`config.mk`:
```
export PLATFORM = sky130hd
export DESIGN_NAME = decode_stage
export DESIGN_NICKNAME = d
export VERILOG_FILES = /design/src/verilog/isa_pkg.sv /design/src/verilog/ctrl_pkg.sv /design/src/verilog/instr_decoder.sv /design/src/verilog/reg_file.sv /design/src/verilog/decode_stage.sv
export SDC_FILE = /design/constraint.sdc
export NUM_CORES = 2
export LEC_CHECK = 0
export BUFFER_PORTS_ARGS = -buffer_cell sky130_fd_sc_hd__buf_2
export CAP_MARGIN = 20
export CORE_ASPECT_RATIO = 0.7
export CORE_MARGIN = 2
export CORE_UTILIZATION = 60
export CTS_CLUSTER_DIAMETER = 80
export DETAILED_ROUTE_END_ITERATION = 10
export GPL_TIMING_DRIVEN = 0
export HOLD_SLACK_MARGIN = 0.05
export PLACE_DENSITY = 0.77
export SYNTH_ARGS = -nofsm -noshare
export SYNTH_HDL_FRONTEND = slang
export SYNTH_SLANG_ARGS = --single-unit
```
`constraint.sdc`:
```
create_clock -name clk -period 2.4 [get_ports clk]
set_clock_uncertainty 0.2 [all_clocks]
set_input_delay 0.24 -clock clk [delete_from_list [all_inputs] [get_ports clk]]
set_output_delay 0.24 -clock clk [all_outputs]
set_load 0.02 [all_outputs]
```
`src/verilog/isa_pkg.sv`:
```
package isa_pkg;

  ////////////////////////////////////////////////////////////////////////////
  // Widths and basic types
  ////////////////////////////////////////////////////////////////////////////

  localparam int xlen = 32;

  typedef logic [4:0]      reg_idx_t;
  typedef logic [xlen-1:0] data_t;

  // Major opcodes, bits 6:0 of the word.
  typedef enum logic [6:0] {
    opc_load   = 7'b0000011,
    opc_fence  = 7'b0001111,
    opc_op_imm = 7'b0010011,
    opc_auipc  = 7'b0010111,
    opc_store  = 7'b0100011,
    opc_op     = 7'b0110011,
    opc_lui    = 7'b0110111,
    opc_branch = 7'b1100011,
    opc_jalr   = 7'b1100111,
    opc_jal    = 7'b1101111,
    opc_system = 7'b1110011
  } opcode_t;

  // ALU function codes carried in funct3.
  localparam logic [2:0] f3_add_sub = 3'b000;
  localparam logic [2:0] f3_sll     = 3'b001;
  localparam logic [2:0] f3_slt     = 3'b010;
  localparam logic [2:0] f3_sltu    = 3'b011;
  localparam logic [2:0] f3_xor     = 3'b100;
  localparam logic [2:0] f3_srl_sra = 3'b101;
  localparam logic [2:0] f3_or      = 3'b110;
  localparam logic [2:0] f3_and     = 3'b111;

  ////////////////////////////////////////////////////////////////////////////
  // Instruction formats
  ////////////////////////////////////////////////////////////////////////////

  typedef struct packed {
    logic [6:0] funct7;
    reg_idx_t   rs2;
    reg_idx_t   rs1;
    logic [2:0] funct3;
    reg_idx_t   rd;
    opcode_t    opcode;
  } r_fmt_t;

  typedef struct packed {
    logic [11:0] imm_11_0;
    reg_idx_t    rs1;
    logic [2:0]  funct3;
    reg_idx_t    rd;
    opcode_t     opcode;
  } i_fmt_t;

  typedef struct packed {
    logic [6:0] imm_11_5;
    reg_idx_t   rs2;
    reg_idx_t   rs1;
    logic [2:0] funct3;
    logic [4:0] imm_4_0;
    opcode_t    opcode;
  } s_fmt_t;

  typedef struct packed {
    logic       imm_12;
    logic [5:0] imm_10_5;
    reg_idx_t   rs2;
    reg_idx_t   rs1;
    logic [2:0] funct3;
    logic [3:0] imm_4_1;
    logic       imm_11;
    opcode_t    opcode;
  } b_fmt_t;

  typedef struct packed {
    logic [19:0] imm_31_12;
    reg_idx_t    rd;
    opcode_t     opcode;
  } u_fmt_t;

  typedef struct packed {
    logic       imm_20;
    logic [9:0] imm_10_1;
    logic       imm_11;
    logic [7:0] imm_19_12;
    reg_idx_t   rd;
    opcode_t    opcode;
  } j_fmt_t;

  // One word, six views.
  typedef union packed {
    r_fmt_t r_fmt;
    i_fmt_t i_fmt;
    s_fmt_t s_fmt;
    b_fmt_t b_fmt;
    u_fmt_t u_fmt;
    j_fmt_t j_fmt;
  } instr_t;

endpackage

```
`src/verilog/ctrl_pkg.sv`:
```
package ctrl_pkg;

  ////////////////////////////////////////////////////////////////////////////
  // Control field encodings
  ////////////////////////////////////////////////////////////////////////////

  typedef enum logic [3:0] {
    alu_add    = 4'd0,
    alu_sub    = 4'd1,
    alu_sll    = 4'd2,
    alu_slt    = 4'd3,
    alu_sltu   = 4'd4,
    alu_xor    = 4'd5,
    alu_srl    = 4'd6,
    alu_sra    = 4'd7,
    alu_or     = 4'd8,
    alu_and    = 4'd9,
    alu_pass_b = 4'd10
  } alu_op_t;

  typedef enum logic [1:0] {
    src_a_rs1  = 2'd0,
    src_a_pc   = 2'd1,
    src_a_zero = 2'd2
  } alu_src_a_t;

  typedef enum logic {
    src_b_rs2 = 1'b0,
    src_b_imm = 1'b1
  } alu_src_b_t;

  typedef enum logic [1:0] {
    res_alu      = 2'd0,
    res_mem      = 2'd1,
    res_pc_plus4 = 2'd2
  } result_src_t;

  ////////////////////////////////////////////////////////////////////////////
  // Bundles
  ////////////////////////////////////////////////////////////////////////////

  typedef struct packed {
    logic             en;
    isa_pkg::reg_idx_t rd;
    isa_pkg::data_t    data;
  } wb_t;

  typedef struct packed {
    logic              valid;
    logic              reg_write;
    logic              mem_write;
    logic              mem_read;
    logic              branch;
    logic              jump;
    alu_op_t           alu_op;
    alu_src_a_t        alu_src_a;
    alu_src_b_t        alu_src_b;
    result_src_t       result_src;
    logic [2:0]        funct3;
    isa_pkg::reg_idx_t rd;
    isa_pkg::reg_idx_t rs1;
    isa_pkg::reg_idx_t rs2;
    isa_pkg::data_t    rd1;
    isa_pkg::data_t    rd2;
    isa_pkg::data_t    imm;
  } id_ex_t;

endpackage

```
`src/verilog/instr_decoder.sv`:
```
module instr_decoder
  ( input  isa_pkg::instr_t   instr
  , output ctrl_pkg::id_ex_t  dec
  , output isa_pkg::reg_idx_t rs1
  , output isa_pkg::reg_idx_t rs2
  );

  isa_pkg::data_t imm_i;
  isa_pkg::data_t imm_s;
  isa_pkg::data_t imm_b;
  isa_pkg::data_t imm_u;
  isa_pkg::data_t imm_j;
  logic           bit30;

  // ALU function from funct3; alt is the effective bit 30.
  function automatic ctrl_pkg::alu_op_t alu_from_funct3(input logic [2:0] f3, input logic alt);
    ctrl_pkg::alu_op_t op;
    case (f3)
      isa_pkg::f3_add_sub: op = alt ? ctrl_pkg::alu_sub : ctrl_pkg::alu_add;
      isa_pkg::f3_sll:     op = ctrl_pkg::alu_sll;
      isa_pkg::f3_slt:     op = ctrl_pkg::alu_slt;
      isa_pkg::f3_sltu:    op = ctrl_pkg::alu_sltu;
      isa_pkg::f3_xor:     op = ctrl_pkg::alu_xor;
      isa_pkg::f3_srl_sra: op = alt ? ctrl_pkg::alu_sra : ctrl_pkg::alu_srl;
      isa_pkg::f3_or:      op = ctrl_pkg::alu_or;
      default:             op = ctrl_pkg::alu_and;
    endcase
    return op;
  endfunction

  assign bit30 = instr.r_fmt.funct7[5];

  // Sign-extended immediates, one per format.
  assign imm_i = {{20{instr.i_fmt.imm_11_0[11]}}, instr.i_fmt.imm_11_0};
  assign imm_s = {{20{instr.s_fmt.imm_11_5[6]}}, instr.s_fmt.imm_11_5, instr.s_fmt.imm_4_0};
  assign imm_b = {{19{instr.b_fmt.imm_12}}, instr.b_fmt.imm_12, instr.b_fmt.imm_11,
                  instr.b_fmt.imm_10_5, instr.b_fmt.imm_4_1, 1'b0};
  assign imm_u = {instr.u_fmt.imm_31_12, 12'b0};
  assign imm_j = {{11{instr.j_fmt.imm_20}}, instr.j_fmt.imm_20, instr.j_fmt.imm_19_12,
                  instr.j_fmt.imm_11, instr.j_fmt.imm_10_1, 1'b0};

  assign rs1 = instr.r_fmt.rs1;
  assign rs2 = instr.r_fmt.rs2;

  always_comb begin
    dec        = '0;
    dec.funct3 = instr.r_fmt.funct3;
    dec.rd     = instr.r_fmt.rd;
    dec.rs1    = instr.r_fmt.rs1;
    dec.rs2    = instr.r_fmt.rs2;
    dec.imm    = imm_i;

    case (instr.r_fmt.opcode)
      isa_pkg::opc_op: begin
        dec.reg_write = 1'b1;
        dec.alu_op    = alu_from_funct3(instr.r_fmt.funct3, bit30);
      end
      isa_pkg::opc_op_imm: begin
        // Bit 30 is part of the immediate except for the right shifts.
        dec.reg_write = 1'b1;
        dec.alu_src_b = ctrl_pkg::src_b_imm;
        dec.alu_op    = alu_from_funct3(instr.r_fmt.funct3,
                          bit30 && (instr.r_fmt.funct3 == isa_pkg::f3_srl_sra));
      end
      isa_pkg::opc_load: begin
        dec.reg_write  = 1'b1;
        dec.mem_read   = 1'b1;
        dec.alu_src_b  = ctrl_pkg::src_b_imm;
        dec.result_src = ctrl_pkg::res_mem;
      end
      isa_pkg::opc_store: begin
        dec.mem_write = 1'b1;
        dec.alu_src_b = ctrl_pkg::src_b_imm;
        dec.imm       = imm_s;
      end
      isa_pkg::opc_branch: begin
        dec.branch = 1'b1;
        dec.alu_op = ctrl_pkg::alu_sub;
        dec.imm    = imm_b;
      end
      isa_pkg::opc_lui: begin
        dec.reg_write = 1'b1;
        dec.alu_op    = ctrl_pkg::alu_pass_b;
        dec.alu_src_a = ctrl_pkg::src_a_zero;
        dec.alu_src_b = ctrl_pkg::src_b_imm;
        dec.imm       = imm_u;
      end
      isa_pkg::opc_auipc: begin
        dec.reg_write = 1'b1;
        dec.alu_src_a = ctrl_pkg::src_a_pc;
        dec.alu_src_b = ctrl_pkg::src_b_imm;
        dec.imm       = imm_u;
      end
      isa_pkg::opc_jal: begin
        dec.reg_write  = 1'b1;
        dec.jump       = 1'b1;
        dec.alu_src_a  = ctrl_pkg::src_a_pc;
        dec.alu_src_b  = ctrl_pkg::src_b_imm;
        dec.result_src = ctrl_pkg::res_pc_plus4;
        dec.imm        = imm_j;
      end
      isa_pkg::opc_jalr: begin
        dec.reg_write  = 1'b1;
        dec.jump       = 1'b1;
        dec.alu_src_b  = ctrl_pkg::src_b_imm;
        dec.result_src = ctrl_pkg::res_pc_plus4;
      end
      // FENCE, SYSTEM and unknown opcodes leave every control field at zero.
      default: ;
    endcase
  end

endmodule

```
`src/verilog/reg_file.sv`:
```
module reg_file
  ( input  logic              clk
  , input  logic              reset
  , input  isa_pkg::reg_idx_t rs1
  , input  isa_pkg::reg_idx_t rs2
  , input  ctrl_pkg::wb_t     wb
  , output isa_pkg::data_t    rd1
  , output isa_pkg::data_t    rd2
  );

  // x0 has no storage.
  isa_pkg::data_t regs [1:31];

  always_ff @(posedge clk) begin
    if (reset) begin
      for (int i = 1; i < 32; i++) begin
        regs[i] <= '0;
      end
    end else if (wb.en && (wb.rd != '0)) begin
      regs[wb.rd] <= wb.data;
    end
  end

  // No write-to-read bypass.
  assign rd1 = (rs1 == '0) ? '0 : regs[rs1];
  assign rd2 = (rs2 == '0) ? '0 : regs[rs2];

endmodule

```
`src/verilog/decode_stage.sv`:
```
module decode_stage
  ( input  logic             clk
  , input  logic             reset
  , input  isa_pkg::instr_t  instr
  , input  logic             instr_valid
  , input  ctrl_pkg::wb_t    wb
  , output ctrl_pkg::id_ex_t id_ex
  );

  ctrl_pkg::id_ex_t  dec;
  ctrl_pkg::id_ex_t  stage_d;
  isa_pkg::reg_idx_t rs1;
  isa_pkg::reg_idx_t rs2;
  isa_pkg::data_t    rd1;
  isa_pkg::data_t    rd2;

  instr_decoder u_decoder
    ( .instr ( instr )
    , .dec   ( dec   )
    , .rs1   ( rs1   )
    , .rs2   ( rs2   )
    );

  reg_file u_reg_file
    ( .clk   ( clk   )
    , .reset ( reset )
    , .rs1   ( rs1   )
    , .rs2   ( rs2   )
    , .wb    ( wb    )
    , .rd1   ( rd1   )
    , .rd2   ( rd2   )
    );

  ////////////////////////////////////////////////////////////////////////////
  // Decode-to-execute register
  ////////////////////////////////////////////////////////////////////////////

  always_comb begin
    stage_d     = dec;
    stage_d.rd1 = rd1;
    stage_d.rd2 = rd2;
    // Every decoded opcode has a side effect; bubbles have none.
    stage_d.valid = instr_valid &
                    (dec.reg_write | dec.mem_write | dec.branch | dec.jump);
    if (!stage_d.valid) begin
      stage_d.reg_write  = 1'b0;
      stage_d.mem_write  = 1'b0;
      stage_d.mem_read   = 1'b0;
      stage_d.branch     = 1'b0;
      stage_d.jump       = 1'b0;
      stage_d.alu_op     = ctrl_pkg::alu_add;
      stage_d.alu_src_a  = ctrl_pkg::src_a_rs1;
      stage_d.alu_src_b  = ctrl_pkg::src_b_rs2;
      stage_d.result_src = ctrl_pkg::res_alu;
    end
  end

  always_ff @(posedge clk) begin
    if (reset) begin
      id_ex <= '0;
    end else begin
      id_ex <= stage_d;
    end
  end

endmodule

```
==> flow_summary_export.csv <==
group,metric,value,unit
clocking,htree_levels,3,
timing,period_minus_slack,2720,ps
critical_path,end_kind,"flop",
grt,overflow,0,
critical_path,reg2reg_depth,4,
clocking,clock-sinks,1153,
clocking,clock_tree.root_cell,"clkbuf_16",
placed_design,place.gp.congestion,0.987,
timing,fin_ws,-317,ps
placed_design,hpwl,146000,microns
synth,synth.avg_cell_area,15.5,sq um
die,ios,202,
clocking,clkTransAtPathRegs,60,ps
finish,drive_above_1_share,25.6,%
synth,async_flop_share,0,%
clocking,cts_tree,"built",
synth,synth_cell_types,64,
placed_design,port_buffers,191,
timing,tns,-12300,ps
finish,final_area,66100,sq um
grt,antenna_found_initial,22,
timing,fmax,0.368,GHz
pwr,power_density,722,nW/um^2
die,start_util,60.5,%
timing,slew_headroom,10.4,%
timing,finalSetupViolations,249,
placed_design,dpl.cell_count,5239,
routing,vias,40071,
status,status,"finished with violations",
min_path,hp-class,"input pin to flop",
grt,grt_max_degree,33,
critical_path,crit_type,"input pin to flop",
die,die_w,375,microns
routing,viasPerCell,7.22,
synth,synth_flop_cell,"edfxtp_1",
finish,fin_nets,4258,
die,die_area,99100,sq um
clocking,clk_latency,760,ps
synth,synth-edff-count,1024,
pwr,leakagePower,24.0,nW
status,violations,"negative setup slack",
synth,seq_area_frac_synth,57.5,%
timing,slew_viol_final,0,
die,core_area,95800,sq um
synth,yosys.area.top_type,"edfxtp_1",
synth,synth_area,57900,sq um
min_path,whs_path_depth,2,
job,drv_cap,0,
placed_design,pre_cts_slack,-1280,ps
pwr,ir_drop,648,uV
critical_path,crit_required,2620,ps
clocking,cts_buffers,108,
routing,drcViolationCount,0,
routing,drt_iter0_drc,8627,
die,placementRows,95,
critical_path,cp.arrival,2940,ps
grt,grt_pass1_vias,38474,
finish,nFillCells,6340,
placed_design,dpl_cell_area,61100,sq um
timing,worst_pin_slew,1340,ps
pwr,total_power,0.0477,W
synth,ys_warn_count,0,
routing,final_antenna_net_count,0,
synth,synth_seq_cells,1153,
timing,min_period_over_period,113,%
finish,stdcell_count,5549,
clocking,cts_buffer_depth,3,
synth,yosys-top-cells-area,"edfxtp_1, mux4_2, and2_1",
routing,wl_per_cell,38.0,microns
grt,grt_first_pass_wirelength,287000,microns
finish,area_growth,14.0,%
timing,grt_setup_unrepaired,"true",
synth,synthCells,3728,
critical_path,cp_max_fo,10,
routing,totalWireLength,211000,microns
routing,dr.pass1.iters,9,
critical_path,start_kind,"input pin",
timing,hold_viol,0,
grt,track_usage,42.5,%
synth,synth_top_area_share,53.1,%
die,fp.dieH,264,microns
Yosys cell counts (4+ instances only):
master,number
nand3b_1,4
buf_12,4
o22a_1,32
dfxtp_1,129
clkbuf_2,19
nor2_1,58
inv_1,8
edfxtp_1,1024
a22o_1,36
o2111ai_1,5
nand2_1,26
a22oi_1,45
o21ai_0,13
nor3_1,5
o2bb2ai_1,4
buf_1,5
o22ai_1,15
o221ai_1,32
nor2_2,7
or3_1,4
a21o_1,9
mux4_1,23
a221oi_2,9
mux4_2,461
nor2b_1,31
buf_6,18
buf_4,15
and3_1,6
o21ai_1,7
and2_1,995
a21oi_1,17
nand2b_1,16
buf_2,75
mux2i_1,220
or2_2,32
a31oi_1,18
clkbuf_1,244
buf_8,5
a211o_1,10
nand3_1,12
kinds of logic (layout without fill, tap and decap cells):
group                  count (synthesis)  count (layout)  share of synthesized area [%]
AOI/OAI and AO/OA                    261             261                           3.55
muxes                                706             706                           22.8
buffers and inverters                395             910                           3.32
and+or+nand+nor                     1212            1213                           12.8
other                                  1              45                        0.00647
DFF                                 1153            1153                           57.5
flip-flops by register name (all words and copies together) (netlist names):
register and cells:
u_reg_file.regs 1024, id_ex 129
layer usage:
metal,global-route usage [%],part of all wire (%)
met4,22.4,6.2
met2,55.9,40
met1,56.8,34
met5,1.40,0.22
met3,22.5,20
metrics by stage:
stage	util [%]	hold slack, ps
CTS	68.6	52.1
floorplan	-	119
detailed placement	63.8	271
global route	68.9	79.5
finish	69.0	66.2
global placement	63.2	263
power breakdown:
part	total, W	internal [W]	switching, W	leakage [nW]
registers	0.0235	0.0230	0.000564	10.8
clock network	0.0181	0.0101	0.00802	1.83
logic	0.00606	0.00240	0.00366	11.3
total	0.0477	0.0355	0.0122	24.0
cell type report:
class / count / area, sq um / share of cell area (%)
sequential: 1153 / 33300 / 50.5
timing repair buffer: 316 / 2490 / 3.77
clock inverter: 43 / 352 / 0.532
multi-input combinational: 2212 / 22900 / 34.7
buffer: 386 / 1970 / 2.99
inverter: 8 / 30.0 / 0.0455
clock buffer: 157 / 3330 / 5.05
antenna: 13 / 32.5 / 0.0492
tap: 1261 / 1580 / 2.39
placed cells by master (no fill, tap or decap), drive strengths merged, types with 26 or more instances in the layout:
cell type,Yosys,layout
a22o,36,36
a22oi,45,45
and2,996,996
buf,122,346
clkbuf,264,423
clkinv,0,31
conb,1,32
dfxtp,129,129
dlygate4sd3,0,86
edfxtp,1024,1024
mux2i,220,220
mux4,485,485
nand2,26,26
nor2,65,65
nor2b,31,31
o221ai,32,32
o22a,32,32
or2,32,33
path summary, 6_finish.rpt:
kind | from | endpoint | slack [ps]
setup / recovery | reset | id_ex[93]$_SDFF_PP0_ | -320
hold / removal | wb[26] | u_reg_file.regs[0][26]$_DFFE_PP_ | 70
setup reg to reg | u_reg_file.regs[21][5]$_SDFFCE_PN0P_ | id_ex[37]$_SDFF_PP0_ | 100
hold reg to reg | u_reg_file.regs[24][9]$_SDFFCE_PN0P_ | id_ex[73]$_SDFF_PP0_ | 630
what timing repair did:
| action | CTS | global route |
|---|---|---|
| hold endpoints to repair | 601 | 0 |
| setup buffers | 0 | 3 |
| pin swaps | 0 | 1 |
| gates resized for setup | 44 | 35 |
| endpoints found under the setup margin | 674 | 364 |
| gates cloned | 0 | 1 |
| hold buffers | 86 | 0 |
critical path, stage by stage:
cell and delay [ps]:
buf_2 170, clkbuf_2 410, nor2b_1 200, nand2_1 320, clkbuf_1 970, o221ai_1 590
(Power assumes the default switching activity.)
